--- src/common/core_pkg.sv ---
/*
 * Core package
 * Word and register geometry, RV32I opcode and funct constants,
 * ALU operation encoding and the payload structs carried between
 * the decode, execute and result stages
 */
package core_pkg;

  // Word and register file geometry
  localparam int XLEN     = 32;
  localparam int NUM_REGS = 32;

  typedef logic [XLEN-1:0]             word_t;
  typedef logic [$clog2(NUM_REGS)-1:0] reg_addr_t;

  //////////////////////////////
  // Instruction encoding
  //////////////////////////////

  // Major opcodes of the supported groups
  localparam logic [6:0] OPC_OP     = 7'b0110011;
  localparam logic [6:0] OPC_OP_IMM = 7'b0010011;
  localparam logic [6:0] OPC_LUI    = 7'b0110111;

  // funct3 field, shared by OP and OP-IMM
  localparam logic [2:0] F3_ADD_SUB = 3'b000;
  localparam logic [2:0] F3_SLL     = 3'b001;
  localparam logic [2:0] F3_SLT     = 3'b010;
  localparam logic [2:0] F3_SLTU    = 3'b011;
  localparam logic [2:0] F3_XOR     = 3'b100;
  localparam logic [2:0] F3_SRL_SRA = 3'b101;
  localparam logic [2:0] F3_OR      = 3'b110;
  localparam logic [2:0] F3_AND     = 3'b111;

  // funct7 field
  localparam logic [6:0] F7_BASE = 7'b0000000;
  // SUB and SRA / SRAI variant
  localparam logic [6:0] F7_ALT  = 7'b0100000;

  // ALU operations, PASSB forwards operand B for LUI
  typedef enum logic [3:0] {
    ALU_ADD   = 4'd0,
    ALU_SUB   = 4'd1,
    ALU_AND   = 4'd2,
    ALU_OR    = 4'd3,
    ALU_XOR   = 4'd4,
    ALU_SLT   = 4'd5,
    ALU_SLTU  = 4'd6,
    ALU_SLL   = 4'd7,
    ALU_SRL   = 4'd8,
    ALU_SRA   = 4'd9,
    ALU_PASSB = 4'd10
  } alu_op_e;

  //////////////////////////////
  // Stage payloads
  //////////////////////////////

  // Decode to execute
  typedef struct packed {
    logic      valid;
    alu_op_e   alu_op;
    word_t     op_a;
    word_t     op_b;
    reg_addr_t rd;
    logic      we;
    logic      illegal;
  } id_ex_t;

  // Execute to write-back
  typedef struct packed {
    logic      valid;
    reg_addr_t rd;
    logic      we;
    word_t     result;
    logic      illegal;
  } ex_wb_t;

endpackage

--- src/common/pipe_if.sv ---
/*
 * Pipeline register interface
 * Carries one stage payload of any packed type from its
 * producer to its consumer, with a read-only tap used by
 * the operand bypass in decode
 */
interface pipe_if #(
  parameter type PAYLOAD_T = logic
);

  // Whole stage payload, valid bit included
  PAYLOAD_T payload;

  // Producing stage
  modport src (
    output payload
  );

  // Consuming stage
  modport dst (
    input payload
  );

  // Bypass tap
  // observes the payload without owning it
  modport fwd (
    input payload
  );

endinterface

--- src/hw/decode/register_file.sv ---
/*
 * Register file
 * 31 writable registers with x0 hardwired to zero,
 * one synchronous write port and two asynchronous read ports
 */
module register_file import core_pkg::*; (
  input  logic      clk_i,
  input  logic      rst_i,
  input  logic      we_i,
  input  reg_addr_t waddr_i,
  input  reg_addr_t raddr_a_i,
  input  reg_addr_t raddr_b_i,
  input  word_t     wdata_i,
  output word_t     rdata_a_o,
  output word_t     rdata_b_o
);

  // No storage behind x0
  word_t regs_q [1:NUM_REGS-1];

  //////////////////////////////
  // Write port
  //////////////////////////////
  always_ff @(posedge clk_i) begin
    if (rst_i) begin
      // Architectural state starts at zero
      for (int i = 1; i < NUM_REGS; i++) begin
        regs_q[i] <= '0;
      end
    end else if (we_i && waddr_i != '0) begin
      regs_q[waddr_i] <= wdata_i;
    end
  end

  //////////////////////////////
  // Read ports
  //////////////////////////////

  // x0 always reads as zero
  assign rdata_a_o = (raddr_a_i == '0) ? '0 : regs_q[raddr_a_i];
  assign rdata_b_o = (raddr_b_i == '0) ? '0 : regs_q[raddr_b_i];

endmodule

--- src/hw/decode/decode_stage.sv ---
/*
 * Decode stage
 * Registers the incoming instruction, decodes the OP, OP-IMM
 * and LUI groups, selects operands with EX and WB bypass over
 * the register file and loads the ID/EX pipeline register
 */
module decode_stage import core_pkg::*; (
  input  logic      clk_i,
  input  logic      rst_i,
  input  logic      instr_valid_i,
  input  word_t     instr_i,
  pipe_if.src       id_ex_if,
  pipe_if.fwd       ex_fwd_if,
  input  logic      wb_we_i,
  input  reg_addr_t wb_rd_i,
  input  word_t     wb_data_i
);

  word_t      instr_q;
  logic       instr_valid_q;
  logic [6:0] opcode;
  logic [2:0] funct3;
  logic [6:0] funct7;
  reg_addr_t  rd, rs1, rs2;
  word_t      imm_i, imm_u;
  word_t      rf_rdata_a, rf_rdata_b;
  word_t      rs1_val, rs2_val;
  alu_op_e    base_op, alu_op;
  logic       legal, imm_sel, upper_sel;
  id_ex_t     id_ex_d, id_ex_q;

  // EX result first, then WB data, then the register file
  function automatic word_t bypass(input reg_addr_t rs, input word_t rf_val,
                                   input ex_wb_t ex_p, input logic wb_we,
                                   input reg_addr_t wb_rd, input word_t wb_data);
    if (ex_p.valid && ex_p.we && ex_p.rd == rs)
      return ex_p.result;
    if (wb_we && wb_rd == rs)
      return wb_data;
    return rf_val;
  endfunction

  // Instruction register, payload has no reset
  always_ff @(posedge clk_i) begin
    instr_q <= instr_i;
    if (rst_i)
      instr_valid_q <= 1'b0;
    else
      instr_valid_q <= instr_valid_i;
  end

  // Field extraction
  assign opcode = instr_q[6:0];
  assign rd     = instr_q[11:7];
  assign funct3 = instr_q[14:12];
  assign rs1    = instr_q[19:15];
  assign rs2    = instr_q[24:20];
  assign funct7 = instr_q[31:25];
  // Sign-extended I and zero-filled U immediates
  assign imm_i  = {{(XLEN-12){instr_q[31]}}, instr_q[31:20]};
  assign imm_u  = {instr_q[31:12], 12'b0};

  // Base operation per funct3
  always_comb begin
    case (funct3)
      F3_ADD_SUB: base_op = ALU_ADD;
      F3_SLL:     base_op = ALU_SLL;
      F3_SLT:     base_op = ALU_SLT;
      F3_SLTU:    base_op = ALU_SLTU;
      F3_XOR:     base_op = ALU_XOR;
      F3_SRL_SRA: base_op = ALU_SRL;
      F3_OR:      base_op = ALU_OR;
      default:    base_op = ALU_AND;
    endcase
  end

  // Main decoder
  always_comb begin
    alu_op    = base_op;
    legal     = 1'b0;
    imm_sel   = 1'b0;
    upper_sel = 1'b0;
    case (opcode)
      OPC_OP: begin
        // Only SUB and SRA take the alternate funct7
        legal = (funct7 == F7_BASE) ||
                (funct7 == F7_ALT && (funct3 == F3_ADD_SUB || funct3 == F3_SRL_SRA));
        if (funct7 == F7_ALT)
          alu_op = (funct3 == F3_ADD_SUB) ? ALU_SUB : ALU_SRA;
      end
      OPC_OP_IMM: begin
        imm_sel = 1'b1;
        // Shift immediates constrain funct7
        if (funct3 == F3_SLL)
          legal = (funct7 == F7_BASE);
        else if (funct3 == F3_SRL_SRA)
          legal = (funct7 == F7_BASE) || (funct7 == F7_ALT);
        else
          legal = 1'b1;
        if (funct3 == F3_SRL_SRA && funct7 == F7_ALT)
          alu_op = ALU_SRA;
      end
      OPC_LUI: begin
        legal     = 1'b1;
        upper_sel = 1'b1;
        alu_op    = ALU_PASSB;
      end
      default: legal = 1'b0;
    endcase
  end

  // Operand bypass
  assign rs1_val = bypass(rs1, rf_rdata_a, ex_fwd_if.payload, wb_we_i, wb_rd_i, wb_data_i);
  assign rs2_val = bypass(rs2, rf_rdata_b, ex_fwd_if.payload, wb_we_i, wb_rd_i, wb_data_i);

  // ID/EX payload, x0 destination never writes
  always_comb begin
    id_ex_d.valid   = instr_valid_q;
    id_ex_d.alu_op  = alu_op;
    id_ex_d.op_a    = rs1_val;
    id_ex_d.op_b    = upper_sel ? imm_u : (imm_sel ? imm_i : rs2_val);
    id_ex_d.rd      = rd;
    id_ex_d.we      = instr_valid_q && legal && (rd != '0);
    id_ex_d.illegal = instr_valid_q && !legal;
  end

  // ID/EX register, control bits cleared on reset
  always_ff @(posedge clk_i) begin
    id_ex_q <= id_ex_d;
    if (rst_i) begin
      id_ex_q.valid   <= 1'b0;
      id_ex_q.we      <= 1'b0;
      id_ex_q.illegal <= 1'b0;
    end
  end

  assign id_ex_if.payload = id_ex_q;

  // Register file, written from the WB register
  register_file register_file_i (
    .clk_i     ( clk_i      ),
    .rst_i     ( rst_i      ),
    .we_i      ( wb_we_i    ),
    .waddr_i   ( wb_rd_i    ),
    .raddr_a_i ( rs1        ),
    .raddr_b_i ( rs2        ),
    .wdata_i   ( wb_data_i  ),
    .rdata_a_o ( rf_rdata_a ),
    .rdata_b_o ( rf_rdata_b )
  );

endmodule

--- src/hw/execute/execute_stage.sv ---
/*
 * Execute stage
 * Combinational ALU turning the ID/EX payload into the
 * EX/WB payload within the same cycle
 */
module execute_stage import core_pkg::*; (
  pipe_if.dst id_ex_if,
  pipe_if.src ex_wb_if
);

  id_ex_t     in_p;
  ex_wb_t     out_p;
  word_t      op_a;
  word_t      op_b;
  logic [4:0] shamt;
  word_t      result;

  assign in_p  = id_ex_if.payload;
  assign op_a  = in_p.op_a;
  assign op_b  = in_p.op_b;
  // Shift amount from low bits of operand B
  assign shamt = op_b[4:0];

  //////////////////////////////
  // ALU
  //////////////////////////////
  always_comb begin
    case (in_p.alu_op)
      ALU_ADD:   result = op_a + op_b;
      ALU_SUB:   result = op_a - op_b;
      ALU_AND:   result = op_a & op_b;
      ALU_OR:    result = op_a | op_b;
      ALU_XOR:   result = op_a ^ op_b;
      // Compare results are zero-extended flags
      ALU_SLT:   result = {{(XLEN-1){1'b0}}, $signed(op_a) < $signed(op_b)};
      ALU_SLTU:  result = {{(XLEN-1){1'b0}}, op_a < op_b};
      ALU_SLL:   result = op_a << shamt;
      ALU_SRL:   result = op_a >> shamt;
      // Arithmetic shift keeps the sign bit
      ALU_SRA:   result = word_t'($signed(op_a) >>> shamt);
      // LUI
      ALU_PASSB: result = op_b;
      default:   result = '0;
    endcase
  end

  //////////////////////////////
  // EX/WB payload
  //////////////////////////////

  // Control fields pass through untouched
  always_comb begin
    out_p.valid   = in_p.valid;
    out_p.rd      = in_p.rd;
    out_p.we      = in_p.we;
    out_p.result  = result;
    out_p.illegal = in_p.illegal;
  end

  // Also seen by decode as the EX bypass
  assign ex_wb_if.payload = out_p;

endmodule

--- src/hw/result_stage.sv ---
/*
 * Result stage
 * Write-back pipeline register, write-back outputs and a
 * wrapping counter of retired instructions
 */
module result_stage import core_pkg::*; #(
  parameter int RETIRE_CNT_W = 16
) (
  input  logic                    clk_i,
  input  logic                    rst_i,
  pipe_if.dst                     ex_wb_if,
  output logic                    wb_valid_o,
  output logic                    wb_we_o,
  output logic                    wb_illegal_o,
  output reg_addr_t               wb_rd_o,
  output word_t                   wb_data_o,
  output logic [RETIRE_CNT_W-1:0] retire_count_o
);

  ex_wb_t                  wb_q;
  logic [RETIRE_CNT_W-1:0] retire_cnt_q;

  // WB register, control bits cleared on reset
  always_ff @(posedge clk_i) begin
    wb_q <= ex_wb_if.payload;
    if (rst_i) begin
      wb_q.valid   <= 1'b0;
      wb_q.we      <= 1'b0;
      wb_q.illegal <= 1'b0;
    end
  end

  // Retire counter
  // counts illegal ones too and wraps at full width
  always_ff @(posedge clk_i) begin
    if (rst_i)
      retire_cnt_q <= '0;
    else if (ex_wb_if.payload.valid)
      retire_cnt_q <= retire_cnt_q + 1'b1;
  end

  // Outputs straight from the register
  assign wb_valid_o     = wb_q.valid;
  assign wb_we_o        = wb_q.we;
  assign wb_illegal_o   = wb_q.illegal;
  assign wb_rd_o        = wb_q.rd;
  assign wb_data_o      = wb_q.result;
  assign retire_count_o = retire_cnt_q;

endmodule

--- src/hw/core_top.sv ---
/*
 * RV32I integer pipeline top level
 * Three stages (decode, execute, result) fed by a plain
 * instruction strobe, with EX and WB bypass into decode
 * and registered write-back outputs plus a retire count
 */
module core_top import core_pkg::*; #(
  parameter int RETIRE_CNT_W = 16
) (
  input  logic                    clk_i,
  input  logic                    rst_i,

  // Instruction strobe
  input  logic                    instr_valid_i,
  input  word_t                   instr_i,

  // Write-back view of retired instructions
  output logic                    wb_valid_o,
  output logic                    wb_we_o,
  output logic                    wb_illegal_o,
  output reg_addr_t               wb_rd_o,
  output word_t                   wb_data_o,
  output logic [RETIRE_CNT_W-1:0] retire_count_o
);

  // Register file write port, fed back from result stage
  logic      wb_we;
  reg_addr_t wb_rd;
  word_t     wb_data;

  // Stage boundaries
  pipe_if #(.PAYLOAD_T(id_ex_t)) id_ex_if ();
  pipe_if #(.PAYLOAD_T(ex_wb_t)) ex_wb_if ();

  //////////////////////////////
  // Decode
  //////////////////////////////
  decode_stage decode_stage_i (
    .clk_i         ( clk_i         ),
    .rst_i         ( rst_i         ),
    .instr_valid_i ( instr_valid_i ),
    .instr_i       ( instr_i       ),
    .id_ex_if      ( id_ex_if      ),
    .ex_fwd_if     ( ex_wb_if      ),
    .wb_we_i       ( wb_we         ),
    .wb_rd_i       ( wb_rd         ),
    .wb_data_i     ( wb_data       )
  );

  //////////////////////////////
  // Execute
  //////////////////////////////
  execute_stage execute_stage_i (
    .id_ex_if ( id_ex_if ),
    .ex_wb_if ( ex_wb_if )
  );

  //////////////////////////////
  // Result
  //////////////////////////////
  result_stage #(
    .RETIRE_CNT_W ( RETIRE_CNT_W )
  ) result_stage_i (
    .clk_i          ( clk_i          ),
    .rst_i          ( rst_i          ),
    .ex_wb_if       ( ex_wb_if       ),
    .wb_valid_o     ( wb_valid_o     ),
    .wb_we_o        ( wb_we          ),
    .wb_illegal_o   ( wb_illegal_o   ),
    .wb_rd_o        ( wb_rd          ),
    .wb_data_o      ( wb_data        ),
    .retire_count_o ( retire_count_o )
  );

  // Same values go out on the ports
  assign wb_we_o   = wb_we;
  assign wb_rd_o   = wb_rd;
  assign wb_data_o = wb_data;

endmodule

--- config.mk ---
export PLATFORM = sky130hd
export DESIGN_NAME = core_top
export DESIGN_NICKNAME = d
export VERILOG_FILES = /design/src/common/core_pkg.sv /design/src/common/pipe_if.sv /design/src/hw/decode/register_file.sv /design/src/hw/decode/decode_stage.sv /design/src/hw/execute/execute_stage.sv /design/src/hw/result_stage.sv /design/src/hw/core_top.sv
export SDC_FILE = /design/constraint.sdc
export NUM_CORES = 2
export LEC_CHECK = 0
export BUFFER_PORTS_ARGS = -buffer_cell sky130_fd_sc_hd__buf_2
export CAP_MARGIN = 25
export CORE_MARGIN = 3
export CORE_UTILIZATION = 55
export DETAILED_ROUTE_END_ITERATION = 16
export GPL_TIMING_DRIVEN = 0
export PLACE_DENSITY = 0.74
export SLEW_MARGIN = 30
export SYNTH_ARGS = -nofsm -noshare
export SYNTH_HDL_FRONTEND = slang
export SYNTH_SLANG_ARGS = --single-unit
--- constraint.sdc ---
create_clock -name clk_i -period 9.25 [get_ports clk_i]
set_input_delay 0.925 -clock clk_i [delete_from_list [all_inputs] [get_ports clk_i]]
set_output_delay 0.925 -clock clk_i [all_outputs]
set_load 0.03 [all_outputs]
==> results.json <==
{
  "status": "completed",
  "ys_seq_area_frac": 0.4898,
  "grt_pass1_vias": 53940,
  "power.combinational.fraction": 0.264,
  "synthArstFlopShare": 0,
  "grt_antenna_before_repair": 25,
  "stdcell_count": 7327,
  "final_common_cell": "edfxtp_1",
  "cts_resized": 0,
  "p_per_area_nw_per_um2": 212.3,
  "crit_path_end_kind": "flop",
  "setup_viol": 0,
  "synth-seq-cells": 1189,
  "grt_max_degree": 33,
  "first_pass_iters": 10,
  "cts_setup_buffers": 0,
  "synth_edf_count": 1024,
  "gp_congestion": 1.083,
  "num_rows": 129,
  "die_h_microns": 361.5,
  "drv_cap": 0,
  "ys_top_cells_by_area": "edfxtp_1, mux4_2, and2_1, dfxtp_1, mux2i_1",
  "clk_path_buf_depth": 3,
  "tns_ps": 0,
  "critPathArrivalTime_ps": 7360,
  "post-route-util": 0.6169,
  "initial_core_util": 0.5579,
  "final_cell_mix": "edfxtp_1, and2_1, mux4_2",
  "layout-drive-gt1-share": 0.2123,
  "fin_ws_ps": 2509,
  "numCtsBuffers": 121,
  "synth_adder_area_share": 0.01947,
  "synthMuxAreaShare": 0.2321,
  "path_cells": "clkbuf_1, buf_2, buf_2, buf_2, clkbuf_2, mux4_2, a22oi_1, o21ai_0, nor2_1, a2bb2oi_1, o221ai_1",
  "clock_latency_ps": 820,
  "slowest_stage": "buf_2",
  "syn_avg_cell_area_sq_um": 13.11,
  "htree_levels": 3,
  "portBuffers": 89,
  "slowest_delay_ps": 840,
  "cp.required_ps": 9870,
  "clock_sinks": 1189,
  "dpl_cell_area_sq_um": 72730,
  "overflow": 0,
  "drcViolationCount": 0,
  "cp-start-kind": "flop",
  "critical_path_class": "flop to flop",
  "place_ws_ps": 2803,
  "p_seq_frac": 0.422,
  "dp.cells": 7077,
  "p_sw_mw": 6.105,
  "yosys.area.top_type": "edfxtp_1",
  "layout.nets": 5708,
  "grt_pass1_wl_mm": 458.3,
  "ant_nets": 0,
  "cts_tree": "done",
  "synthXorXnorAreaFrac": 0.005039,
  "drtIter0Drc": 11060,
  "synth_top_family_by_area": "multiplexers",
  "cts_root_buffer": "clkbuf_16",
  "syn-cell-area_sq_um": 69520,
  "synth_simple_gate_area_frac": 0.1341,
  "cts.clk_slew.worst_paths_ps": 70,
  "synth_warnings": 0,
  "p_leak_nw": 28.37,
  "finalWirelength_mm": 344.6,
  "cts_hold_buf": 0,
  "fmax_mhz": 148.3,
  "synth.top_cell.area_share": 0.4423,
  "wire_per_inst_microns": 47.04,
  "place_hpwl_mm": 241.7,
  "finalHoldViolCount": 0,
  "slew_headroom": 0.1791,
  "viasPerCell": 7.662,
  "internal_power_mw": 10.21,
  "finalCriticalPeriod_ps": 6741,
  "syn_inst": 5302,
  "die-area_sq_um": 130700,
  "cp_common_cell": "buf_2",
  "areaGrowthSynthToFinish_pct": 10.56,
  "p_sw_frac": 0.3741,
  "total_power_mw": 16.32,
  "final_max_slew_viol_count": 0,
  "grt_setup_unrepaired": "false",
  "core-area_sq_um": 124600,
  "num_vias": 56140,
  "worst_pin_slew_ps": 1218,
  "period_share": 0.7288,
  "die_w_microns": 361.5,
  "holdWs_ps": 206.2,
  "hold_class": "input pin to flop",
  "power.share.clock": 0.314,
  "yosysUniqueCellTypes": 93,
  "stdcell_area_sq_um": 76870,
  "ys.flop_type": "edfxtp_1",
  "grt_usage": 0.5232,
  "ir_drop_v": 0.0001997,
  "cp_max_fo": 10,
  "finClkSkew_ps": 83.56,
  "ios": 91,
  "synth_compound_area_frac": 0.08203
}
## synthesized netlist by cell type, types with 40 or more instances
| library cell | instances |
|---|---|
| dfxtp_1 | 165 |
| mux2_2 | 64 |
| nand3_1 | 43 |
| a22oi_1 | 51 |
| clkbuf_1 | 403 |
| mux4_2 | 603 |
| inv_1 | 127 |
| a221oi_1 | 109 |
| buf_1 | 53 |
| mux2i_1 | 179 |
| or2_2 | 41 |
| edfxtp_1 | 1024 |
| nor2_1 | 243 |
| and2_1 | 1002 |
| nor3_1 | 40 |
| a21oi_1 | 182 |
| nand2_1 | 152 |
| o21ai_0 | 146 |
| ha_1 | 105 |
## final cells by class
| class | count | area [sq um] |
|---|---|---|
| Multi-Input combinational cell | 3495 | 33140 |
| Sequential cell | 1189 | 34060 |
| Buffer | 519 | 2242 |
| Clock inverter | 69 | 730.7 |
| Timing Repair Buffer | 110 | 799.5 |
| Clock buffer | 158 | 3309 |
| Fill cell | 9488 | 47740 |
| Antenna cell | 20 | 50.05 |
| Inverter | 130 | 488.0 |
| Tap cell | 1637 | 2048 |
## routing by layer
layer,routed length (microns),up-vias,share of wire,global-route usage
met2,143500,5903,0.42,0.7487
met3,52820,1701,0.15,0.2274
met4,44120,10,0.13,0.4923
met1,104000,27650,0.30,0.5835
li1,-,20880,-,-
met5,264,-,0.00077,0.01561
## worst max-delay path, delay by kind of cell, from the launching register on
kind | cells | cell delay [ps]
simple gates | 1 | 490
buf+inv | 5 | 3660
mux | 1 | 410
compound gates | 4 | 1440
flops | 1 | 530
## sequential cells by signal, indices dropped and copies added, names as in the netlist
register	count
result_stage_i.wb_valid_o	1
decode_stage_i.instr_q	32
result_stage_i.wb_illegal_o	1
result_stage_i.wb_we_o	1
decode_stage_i.instr_valid_q	1
decode_stage_i.register_file_i.regs_q	1024
decode_stage_i.id_ex_if.payload	76
result_stage_i.wb_data_o	32
result_stage_i.retire_count_o	16
result_stage_i.wb_rd_o	5
## power groups by stage
stage / Sequential (mW) / Clock, mW / Combinational (mW)
final: 6.89 / 5.12 / 4.31
after global routing: 6.83 / 5.24 / 4.33
after CTS: 6.79 / 5.02 / 4.07
after detailed placement: 6.89 / 0 / 4.04
after global placement: 6.88 / 0 / 4.02
after floorplan: 6.56 / 0 / 2.20
## path summary, 6_finish.rpt
path	depth (start not counted)	end	start	slack, ps
max	11	decode_stage_i.id_ex_if.payload[25]	decode_stage_i.instr_q[21]	2510
min	1	decode_stage_i.instr_q[16]	instr_i[16]	210
max reg2reg	11	decode_stage_i.id_ex_if.payload[25]	decode_stage_i.instr_q[21]	2510
min reg2reg	0	decode_stage_i.id_ex_if.payload[2]	decode_stage_i.instr_q[7]	360
## cell families after synthesis
family	count (synthesis)
AND/OR/NAND/NOR	1653
AO/OA/AOI/OAI	815
adder cells (fa/ha/maj)	107
other	1
XOR/XNOR	40
flip-flops	1189
buffers and inverters	649
multiplexers	848
(Power assumes the default switching activity.)
